## src/common/if_pkg.sv

```systemverilog
// shared widths, constants and types for the instruction fetch stage
// address and instruction words, next-PC and exception target encodings

`default_nettype none

package if_pkg;

  // data path widths
  localparam int unsigned ADDR_W  = 32;
  localparam int unsigned INSTR_W = 32;

  typedef logic [ADDR_W-1:0]  addr_t;
  typedef logic [INSTR_W-1:0] instr_t;

  // low byte of the boot address
  localparam logic [7:0] BOOT_OFFSET = 8'h80;

  // trap vector bits replaced by the exception or interrupt offset
  localparam int unsigned VEC_LSB = 8;

  // interrupt identifier width, sized so that {1'b0, id, 2'b00} fills VEC_LSB bits
  localparam int unsigned IRQ_ID_W = 5;

  // fetch FIFO entries, also the limit on words in flight plus stored
  localparam int unsigned FIFO_DEPTH = 2;

  // outstanding and discard counters
  localparam int unsigned CNT_W = 2;

  // FIFO read and write pointers
  localparam int unsigned PTR_W = $clog2(FIFO_DEPTH);

  // next-PC source
  typedef enum logic [1:0] {
    PC_BOOT = 2'b00,
    PC_JUMP = 2'b01,
    PC_EXC  = 2'b10,
    PC_ERET = 2'b11
  } pc_sel_e;

  // exception target kind
  typedef enum logic {
    EXC_PC_EXC = 1'b0,
    EXC_PC_IRQ = 1'b1
  } exc_pc_sel_e;

endpackage

`default_nettype wire

```

## src/prefetch/if_fetch_fifo.sv

```systemverilog
// circular FIFO of fetched words with address and bus error flag
// single cycle flush, which wins over push

`timescale 1ns/1ps
`default_nettype none

module if_fetch_fifo (
  input  logic                      clk_i,
  input  logic                      rst_ni,
  input  logic                      flush_i,
  input  logic                      push_i,
  input  if_pkg::instr_t            push_rdata_i,
  input  if_pkg::addr_t             push_addr_i,
  input  logic                      push_err_i,
  input  logic                      pop_i,
  output logic                      valid_o,
  output if_pkg::instr_t            rdata_o,
  output if_pkg::addr_t             addr_o,
  output logic                      err_o,
  output logic [if_pkg::CNT_W-1:0]  count_o
);
  import if_pkg::*;

  instr_t           data_q [FIFO_DEPTH];
  addr_t            addr_q [FIFO_DEPTH];
  logic             err_q  [FIFO_DEPTH];
  logic [PTR_W-1:0] wr_ptr_q;
  logic [PTR_W-1:0] rd_ptr_q;
  logic [CNT_W-1:0] count_q;
  logic             pop;

  assign valid_o = (count_q != '0);
  assign pop     = pop_i & valid_o;

  always_ff @(posedge clk_i or negedge rst_ni) begin
    if (!rst_ni) begin
      wr_ptr_q <= '0;
      rd_ptr_q <= '0;
      count_q  <= '0;
    end else if (flush_i) begin
      wr_ptr_q <= '0;
      rd_ptr_q <= '0;
      count_q  <= '0;
    end else begin
      if (push_i) begin
        wr_ptr_q <= wr_ptr_q + PTR_W'(1);
      end
      if (pop) begin
        rd_ptr_q <= rd_ptr_q + PTR_W'(1);
      end
      count_q <= count_q + CNT_W'(push_i) - CNT_W'(pop);
    end
  end

  // storage
  always_ff @(posedge clk_i) begin
    if (push_i) begin
      data_q[wr_ptr_q] <= push_rdata_i;
      addr_q[wr_ptr_q] <= push_addr_i;
      err_q[wr_ptr_q]  <= push_err_i;
    end
  end

  assign rdata_o = data_q[rd_ptr_q];
  assign addr_o  = addr_q[rd_ptr_q];
  assign err_o   = err_q[rd_ptr_q];
  assign count_o = count_q;

endmodule

`default_nettype wire

```

## src/prefetch/if_prefetch_buffer.sv

```systemverilog
// prefetch buffer on the request/grant/response instruction bus
// request control, outstanding and discard counters, response address tracking

`timescale 1ns/1ps
`default_nettype none

module if_prefetch_buffer (
  input  logic           clk_i,
  input  logic           rst_ni,
  input  logic           req_i,
  input  logic           branch_i,
  input  if_pkg::addr_t  branch_addr_i,
  input  logic           ready_i,
  output logic           valid_o,
  output if_pkg::instr_t rdata_o,
  output if_pkg::addr_t  addr_o,
  output logic           err_o,
  output logic           busy_o,
  output logic           instr_req_o,
  output if_pkg::addr_t  instr_addr_o,
  input  logic           instr_gnt_i,
  input  logic           instr_rvalid_i,
  input  if_pkg::instr_t instr_rdata_i,
  input  logic           instr_err_i
);
  import if_pkg::*;

  logic             active_q;
  logic             hold_q;
  addr_t            next_addr_q;
  addr_t            hold_addr_q;
  addr_t            rsp_addr_q;
  logic [CNT_W-1:0] out_q, out_d;
  logic [CNT_W-1:0] disc_q, disc_d;
  logic [CNT_W-1:0] fifo_count;
  logic [CNT_W:0]   fill;
  logic             new_req;
  logic             rsp_keep;

  // words in flight plus words stored, bounded by the FIFO size
  assign fill    = {1'b0, out_q} + {1'b0, fifo_count};
  assign new_req = ~hold_q & active_q & req_i & ~branch_i & (fill < (CNT_W+1)'(FIFO_DEPTH));

  // an ungranted request keeps its address, even across a PC change
  assign instr_req_o  = hold_q | new_req;
  assign instr_addr_o = hold_q ? hold_addr_q : next_addr_q;

  // responses are in order, so stale ones always come first
  assign rsp_keep = instr_rvalid_i & (disc_q == '0);

  assign out_d = out_q + CNT_W'(new_req) - CNT_W'(instr_rvalid_i);

  always_comb begin
    if (branch_i) begin
      // everything still in flight belongs to the old stream
      disc_d = out_q - CNT_W'(instr_rvalid_i);
    end else if (instr_rvalid_i && disc_q != '0) begin
      disc_d = disc_q - CNT_W'(1);
    end else begin
      disc_d = disc_q;
    end
  end

  always_ff @(posedge clk_i or negedge rst_ni) begin
    if (!rst_ni) begin
      active_q <= 1'b0;
      hold_q   <= 1'b0;
      out_q    <= '0;
      disc_q   <= '0;
    end else begin
      if (branch_i && req_i) begin
        active_q <= 1'b1;
      end
      hold_q <= instr_req_o & ~instr_gnt_i;
      out_q  <= out_d;
      disc_q <= disc_d;
    end
  end

  // next request address, and the address of the oldest kept request
  always_ff @(posedge clk_i) begin
    if (branch_i) begin
      next_addr_q <= branch_addr_i;
      rsp_addr_q  <= branch_addr_i;
    end else begin
      if (new_req) begin
        next_addr_q <= next_addr_q + ADDR_W'(4);
      end
      if (rsp_keep) begin
        rsp_addr_q <= rsp_addr_q + ADDR_W'(4);
      end
    end
    if (!hold_q) begin
      hold_addr_q <= next_addr_q;
    end
  end

  assign busy_o = (out_q != '0);

  if_fetch_fifo u_fifo (
    .clk_i        (clk_i),
    .rst_ni       (rst_ni),
    .flush_i      (branch_i),
    .push_i       (rsp_keep),
    .push_rdata_i (instr_rdata_i),
    .push_addr_i  (rsp_addr_q),
    .push_err_i   (instr_err_i),
    .pop_i        (ready_i),
    .valid_o      (valid_o),
    .rdata_o      (rdata_o),
    .addr_o       (addr_o),
    .err_o        (err_o),
    .count_o      (fifo_count)
  );

endmodule

`default_nettype wire

```

## src/verilog/if_id_register.sv

```systemverilog
// IF-ID pipeline register
// acceptance, valid and new flags, instruction, PC and fetch error

`timescale 1ns/1ps
`default_nettype none

module if_id_register (
  input  logic           clk_i,
  input  logic           rst_ni,
  input  logic           fetch_valid_i,
  input  if_pkg::instr_t fetch_rdata_i,
  input  if_pkg::addr_t  fetch_addr_i,
  input  logic           fetch_err_i,
  input  logic           id_in_ready_i,
  input  logic           pc_set_i,
  input  logic           instr_valid_clear_i,
  output logic           fetch_ready_o,
  output logic           instr_valid_id_o,
  output logic           instr_new_id_o,
  output if_pkg::instr_t instr_rdata_id_o,
  output logic           instr_fetch_err_o,
  output if_pkg::addr_t  pc_id_o
);

  logic accept;

  // a PC change squashes whatever the FIFO offers this cycle
  assign fetch_ready_o = id_in_ready_i & ~pc_set_i;
  assign accept        = fetch_valid_i & fetch_ready_o;

  // valid holds until cleared, new is a single cycle per accepted word
  always_ff @(posedge clk_i or negedge rst_ni) begin
    if (!rst_ni) begin
      instr_valid_id_o <= 1'b0;
      instr_new_id_o   <= 1'b0;
    end else begin
      instr_valid_id_o <= accept | (instr_valid_id_o & ~instr_valid_clear_i);
      instr_new_id_o   <= accept;
    end
  end

  // frozen while the decode stage stalls
  always_ff @(posedge clk_i) begin
    if (accept) begin
      instr_rdata_id_o  <= fetch_rdata_i;
      instr_fetch_err_o <= fetch_err_i;
      pc_id_o           <= fetch_addr_i;
    end
  end

endmodule

`default_nettype wire

```

## src/verilog/if_pc_select.sv

```systemverilog
// next fetch address selection
// exception and vectored interrupt targets, mtvec init request on boot

`timescale 1ns/1ps
`default_nettype none

module if_pc_select (
  input  if_pkg::pc_sel_e                pc_mux_i,
  input  if_pkg::exc_pc_sel_e            exc_pc_mux_i,
  input  logic [if_pkg::IRQ_ID_W-1:0]    irq_id_i,
  input  logic                           pc_set_i,
  input  if_pkg::addr_t                  boot_addr_i,
  input  if_pkg::addr_t                  branch_target_i,
  input  if_pkg::addr_t                  csr_mepc_i,
  input  if_pkg::addr_t                  csr_mtvec_i,
  output if_pkg::addr_t                  fetch_addr_n_o,
  output logic                           csr_mtvec_init_o
);
  import if_pkg::*;

  addr_t exc_pc;
  addr_t pc_mux;

  // trap entry, direct or vectored by interrupt id
  always_comb begin
    case (exc_pc_mux_i)
      EXC_PC_IRQ: exc_pc = {csr_mtvec_i[ADDR_W-1:VEC_LSB], 1'b0, irq_id_i, 2'b00};
      default:    exc_pc = {csr_mtvec_i[ADDR_W-1:VEC_LSB], {VEC_LSB{1'b0}}};
    endcase
  end

  always_comb begin
    case (pc_mux_i)
      PC_JUMP: pc_mux = branch_target_i;
      PC_EXC:  pc_mux = exc_pc;
      PC_ERET: pc_mux = csr_mepc_i;
      default: pc_mux = {boot_addr_i[ADDR_W-1:8], BOOT_OFFSET};
    endcase
  end

  // fetches are always word aligned
  assign fetch_addr_n_o = {pc_mux[ADDR_W-1:2], 2'b00};

  // CSR file loads mtvec from the boot address
  assign csr_mtvec_init_o = pc_set_i & (pc_mux_i == PC_BOOT);

endmodule

`default_nettype wire

```

## src/verilog/if_stage.sv

```systemverilog
// instruction fetch stage top level
// next-PC selection, prefetch buffer and IF-ID register

`timescale 1ns/1ps
`default_nettype none

module if_stage (
  input  logic                        clk_i,
  input  logic                        rst_ni,
  input  logic                        req_i,
  input  if_pkg::addr_t               boot_addr_i,
  input  logic                        pc_set_i,
  input  if_pkg::pc_sel_e             pc_mux_i,
  input  if_pkg::exc_pc_sel_e         exc_pc_mux_i,
  input  logic [if_pkg::IRQ_ID_W-1:0] irq_id_i,
  input  if_pkg::addr_t               branch_target_i,
  input  if_pkg::addr_t               csr_mepc_i,
  input  if_pkg::addr_t               csr_mtvec_i,
  output logic                        csr_mtvec_init_o,
  // instruction bus
  output logic                        instr_req_o,
  output if_pkg::addr_t               instr_addr_o,
  input  logic                        instr_gnt_i,
  input  logic                        instr_rvalid_i,
  input  if_pkg::instr_t              instr_rdata_i,
  input  logic                        instr_err_i,
  // decode stage side
  input  logic                        id_in_ready_i,
  input  logic                        instr_valid_clear_i,
  output logic                        instr_valid_id_o,
  output logic                        instr_new_id_o,
  output if_pkg::instr_t              instr_rdata_id_o,
  output logic                        instr_fetch_err_o,
  output if_pkg::addr_t               pc_id_o,
  output if_pkg::addr_t               pc_if_o,
  output logic                        if_busy_o
);
  import if_pkg::*;

  addr_t  fetch_addr_n;
  instr_t fetch_rdata;
  logic   fetch_valid;
  logic   fetch_err;
  logic   fetch_ready;

  if_pc_select u_pc_select (
    .pc_mux_i         (pc_mux_i),
    .exc_pc_mux_i     (exc_pc_mux_i),
    .irq_id_i         (irq_id_i),
    .pc_set_i         (pc_set_i),
    .boot_addr_i      (boot_addr_i),
    .branch_target_i  (branch_target_i),
    .csr_mepc_i       (csr_mepc_i),
    .csr_mtvec_i      (csr_mtvec_i),
    .fetch_addr_n_o   (fetch_addr_n),
    .csr_mtvec_init_o (csr_mtvec_init_o)
  );

  // FIFO head address doubles as the IF stage PC
  if_prefetch_buffer u_prefetch (
    .clk_i          (clk_i),
    .rst_ni         (rst_ni),
    .req_i          (req_i),
    .branch_i       (pc_set_i),
    .branch_addr_i  (fetch_addr_n),
    .ready_i        (fetch_ready),
    .valid_o        (fetch_valid),
    .rdata_o        (fetch_rdata),
    .addr_o         (pc_if_o),
    .err_o          (fetch_err),
    .busy_o         (if_busy_o),
    .instr_req_o    (instr_req_o),
    .instr_addr_o   (instr_addr_o),
    .instr_gnt_i    (instr_gnt_i),
    .instr_rvalid_i (instr_rvalid_i),
    .instr_rdata_i  (instr_rdata_i),
    .instr_err_i    (instr_err_i)
  );

  if_id_register u_if_id (
    .clk_i               (clk_i),
    .rst_ni              (rst_ni),
    .fetch_valid_i       (fetch_valid),
    .fetch_rdata_i       (fetch_rdata),
    .fetch_addr_i        (pc_if_o),
    .fetch_err_i         (fetch_err),
    .id_in_ready_i       (id_in_ready_i),
    .pc_set_i            (pc_set_i),
    .instr_valid_clear_i (instr_valid_clear_i),
    .fetch_ready_o       (fetch_ready),
    .instr_valid_id_o    (instr_valid_id_o),
    .instr_new_id_o      (instr_new_id_o),
    .instr_rdata_id_o    (instr_rdata_id_o),
    .instr_fetch_err_o   (instr_fetch_err_o),
    .pc_id_o             (pc_id_o)
  );

endmodule

`default_nettype wire
```

## config.mk

```make
export PLATFORM = sky130hd
export DESIGN_NAME = if_stage
export DESIGN_NICKNAME = d
export VERILOG_FILES = /design/src/common/if_pkg.sv /design/src/prefetch/if_fetch_fifo.sv /design/src/prefetch/if_prefetch_buffer.sv /design/src/verilog/if_id_register.sv /design/src/verilog/if_pc_select.sv /design/src/verilog/if_stage.sv
export SDC_FILE = /design/constraint.sdc
export NUM_CORES = 1
export LEC_CHECK = 0
export BUFFER_PORTS_ARGS = -buffer_cell sky130_fd_sc_hd__buf_2
export CAP_MARGIN = 5
export CORE_MARGIN = 5
export CORE_UTILIZATION = 50
export CTS_CLUSTER_DIAMETER = 200
export DETAILED_ROUTE_END_ITERATION = 8
export PLACE_DENSITY_LB_ADDON = 0.12
export SYNTH_ARGS = -nofsm -noshare
export SYNTH_HDL_FRONTEND = slang
export SYNTH_SLANG_ARGS = --single-unit
```

## constraint.sdc

```tcl
create_clock -name clk_i -period 6 [get_ports clk_i]
set_clock_uncertainty 0.05 [all_clocks]
set_input_delay 0.9 -clock clk_i [delete_from_list [all_inputs] [get_ports clk_i]]
set_output_delay 0.9 -clock clk_i [all_outputs]
set_load 0.01 [all_outputs]
```

==> impl_metrics.env <==
export IMPL_worst_pin_slew_ns=1.04
export IMPL_cts_buffers=30
export IMPL_crit_fanout=41
export IMPL_synth_seq_area_share_pct=67.3
export IMPL_drt_first_pass_iters=5
export IMPL_hp_class="primary input to async pin"
export IMPL_synth_area_sq_um=12500
export IMPL_yosys_warnings=0
export IMPL_grt_setup_unrepaired="false"
export IMPL_tns_ns=0
export IMPL_pin_count=311
export IMPL_synthTopCellsByArea="edfxtp_1, mux2_2, dfxtp_1"
export IMPL_layout_commonest_cell="buf_2"
export IMPL_cts_buffer_depth=3
export IMPL_synth_top_area_share_pct=59.7
export IMPL_cts_tree="built"
export IMPL_yosys_area_share_simple_pct=9.09
export IMPL_power_total_uw=5980
export IMPL_maxSlewViolCount=0
export IMPL_gr_usage_met1_pct=27.9
export IMPL_synth_async_reset_ratio_pct=4.10
export IMPL_path_delay_family="flip-flops"
export IMPL_grt_usage_pct=19.0
export IMPL_htreeDepth=1
export IMPL_cp_start_kind="flip-flop"
export IMPL_p_int_uw=4340
export IMPL_fin_crit_sh_pct=59.2
export IMPL_path_cells="buf_4, mux2_2, buf_2"
export IMPL_yosysUniqueCellTypes=55
export IMPL_cts_hold_buf=0
export IMPL_hold_viol=0
export IMPL_via_per_inst=5.51
export IMPL_p_leak_uw=0.00563
export IMPL_end_kind="output port"
export IMPL_yosysTopAreaCell="edfxtp_1"
export IMPL_fmax_mhz=281
export IMPL_fin_ws_ns=2.45
export IMPL_synth_compound_area_share_pct=5.75
export IMPL_p_clk_share_pct=30.9
export IMPL_path_class="flip-flop to output port"
export IMPL_use_met3_pct=3.66
export IMPL_synthFlopType="edfxtp_1"
export IMPL_vias=8072
export IMPL_ant_nets=0
export IMPL_nets=1298
export IMPL_crit_slowest_cell="dfrtp_2"
export IMPL_synth_seq_cells=293
export IMPL_grt_pass1_vias=7947
export IMPL_outcome="finished clean"
export IMPL_root_buffer="clkbuf_16"
export IMPL_drt_iter0_drc=502
export IMPL_grt_pass1_wl_mm=43.7
export IMPL_post_drt_wl_per_cell_um=18.9
export IMPL_port_buffers=286
export IMPL_synth_edf_count=249
export IMPL_p_seq_share_pct=48.7
export IMPL_cp_slowest_stage_delay_ns=1.00
export IMPL_synth_adder_area_share_pct=0.860
export IMPL_synthCells=832
export IMPL_core_area_sq_um=24900
export IMPL_cts_setup_buffers=0
export IMPL_required_ns=5.05
export IMPL_die_h_um=168
export IMPL_place_congestion=0.837
export IMPL_worstPathArrival_ns=2.60
export IMPL_num_fill_cells=1990
export IMPL_p_per_area_nw_per_um2=393
export IMPL_initial_core_util_pct=50.3
export IMPL_p_sw_uw=1630
export IMPL_max_slew_margin_pct=30.9
export IMPL_rows=58
export IMPL_grt_antenna_before_repair=0
export IMPL_synth_xor_area_share_pct=2.24
export IMPL_cts_resized=0
export IMPL_grt_max_degree=65
export IMPL_chipWidth_um=168
export IMPL_clock_sinks=293
export IMPL_dieArea_sq_um=28300
export IMPL_antenna_cells=0
export IMPL_dp_hpwl_mm=19.2
export IMPL_syn_area_per_cell_sq_um=15.0
export IMPL_muxShareOfSynthArea_pct=12.4
export IMPL_setup_viol=0
export IMPL_dp_slack_ns=2.84
export IMPL_synth_top_family_by_area="multiplexers"
export IMPL_worstSkewPairLatency_ns=0.54
export IMPL_fin_crit_ns=3.55
export IMPL_max_cap_violations=0
export IMPL_drive_gt1_share_pct=40.5
export IMPL_drc=0
export IMPL_drt_total_wl_mm=27.8
export IMPL_syn_to_final_growth_pct=21.5
export IMPL_cts_clk_slew_worst_paths_ns=0.06
export IMPL_switching_share_pct=27.3
export IMPL_final_cell_mix="buf_2, edfxtp_1, mux2_2"
export IMPL_ir_drop_mv=0.241
export IMPL_p_comb_share_pct=20.4
export IMPL_grt_busiest_layer="met2"
export IMPL_gr_usage_met2_pct=29.8
export IMPL_crit_buf_inv=2
export IMPL_grt_overflow_total=0
worst paths after layout:
check | startpoint | endpoint | slack (ns) | depth (start not counted)
hold / removal | rst_ni | u_prefetch.u_fifo.count_o[1]$_DFF_PN0_ | 0.18 | 1
setup / recovery | u_prefetch.u_fifo.rd_ptr_q$_DFFE_PN0P_ | pc_if_o[20] | 2.45 | 3
setup reg to reg | u_prefetch.rsp_addr_q[5]$_DFFE_PP_ | u_prefetch.rsp_addr_q[25]$_DFFE_PP_ | 3.39 | 4
max in group asynchronous | rst_ni | u_prefetch.u_fifo.rd_ptr_q$_DFFE_PN0P_ | 5.47 | 1
hold reg to reg | u_prefetch.hold_addr_q[0]$_DFF_P_ | u_prefetch.hold_addr_q[0]$_DFF_P_ | 0.41 | 1
min in group clk_i | u_prefetch.hold_addr_q[0]$_DFF_P_ | u_prefetch.hold_addr_q[0]$_DFF_P_ | 0.41 | 1
power groups by stage:
| stage | clock network [uW] | logic [uW] | registers [uW] |
|---|---|---|---|
| global placement | 0 | 1220 | 2940 |
| finish | 1850 | 1220 | 2910 |
| global route | 1980 | 1350 | 2960 |
| floorplan | 0 | 815 | 2890 |
| detailed placement | 0 | 1240 | 2950 |
| CTS | 1880 | 1240 | 2910 |
cells in the mapped netlist, types with 13 or more instances:
master / n
a21oi_1: 34
a31oi_1: 15
clkbuf_1: 33
dfxtp_1: 32
edfxtp_1: 249
inv_1: 16
mux2_2: 89
mux4_2: 24
nand2_1: 34
nand3_1: 17
nand4_1: 17
nor2_1: 47
nor4_1: 13
o21ai_0: 17
xnor2_1: 17
xor2_1: 15
state kept, by name, indices dropped and copies added (netlist names):
register and cells:
u_if_id.instr_valid_id_o 1, u_prefetch.active_q 1, u_prefetch.u_fifo.rd_ptr_q 1, u_prefetch.u_fifo.count_o 2, u_prefetch.u_fifo.addr_q 60, u_if_id.instr_fetch_err_o 1, u_prefetch.hold_addr_q 32, u_if_id.instr_rdata_id_o 32
u_if_id.instr_new_id_o 1, u_prefetch.u_fifo.data_q 64, u_prefetch.rsp_addr_q 30, u_prefetch.next_addr_q 30, u_if_id.pc_id_o 30, u_prefetch.hold_q 1, u_prefetch.disc_q 2, u_prefetch.u_fifo.err_q 2
u_prefetch.u_fifo.wr_ptr_q 1, u_prefetch.out_q 2
worst register-to-register path: cells and delay by family, from the launching register on:
family          cells  cell delay, ns
compound gates      1            0.20
flops               1            0.49
simple gates        3            1.70
cells by family (layout without fill, tap and decap cells):
group,Yosys count,count (layout)
AND/OR/NAND/NOR,207,207
adder cells (fa/ha/maj),8,8
XOR/XNOR,32,32
buffers and inverters,65,366
flip-flops,293,293
AO/OA/AOI/OAI,112,112
multiplexers,114,114
other,1,4
metrics by stage:
step | instances | utilization (%) | hold slack [ns] | area, sq um
finish | 1466 | 61.1 | 0.183 | 15200
CTS | 1466 | 61.1 | 0.177 | 15200
global placement | 1411 | 57.1 | 0.391 | 14200
detailed placement | 1411 | 57.1 | 0.393 | 14200
floorplan | 835 | - | 0.379 | 12500
global route | 1466 | 61.1 | 0.190 | 15200
per-layer routing:
metal,vias to the layer above,routed length [um]
li1,3815,-
met1,3931,12600
met2,289,12700
met3,37,1940
met4,0,520
met5,-,0
final cells by class:
class	instances	area [sq um]	area share, %
inverters	16	60.1	0.395
flip-flops and latches	293	8420	55.4
well taps	330	413	2.72
multi-input cells	477	3830	25.2
repair buffers	295	1500	9.86
clock inverters	11	126	0.831
clock buffers	44	855	5.62
Power figures use the tool's default switching activity.
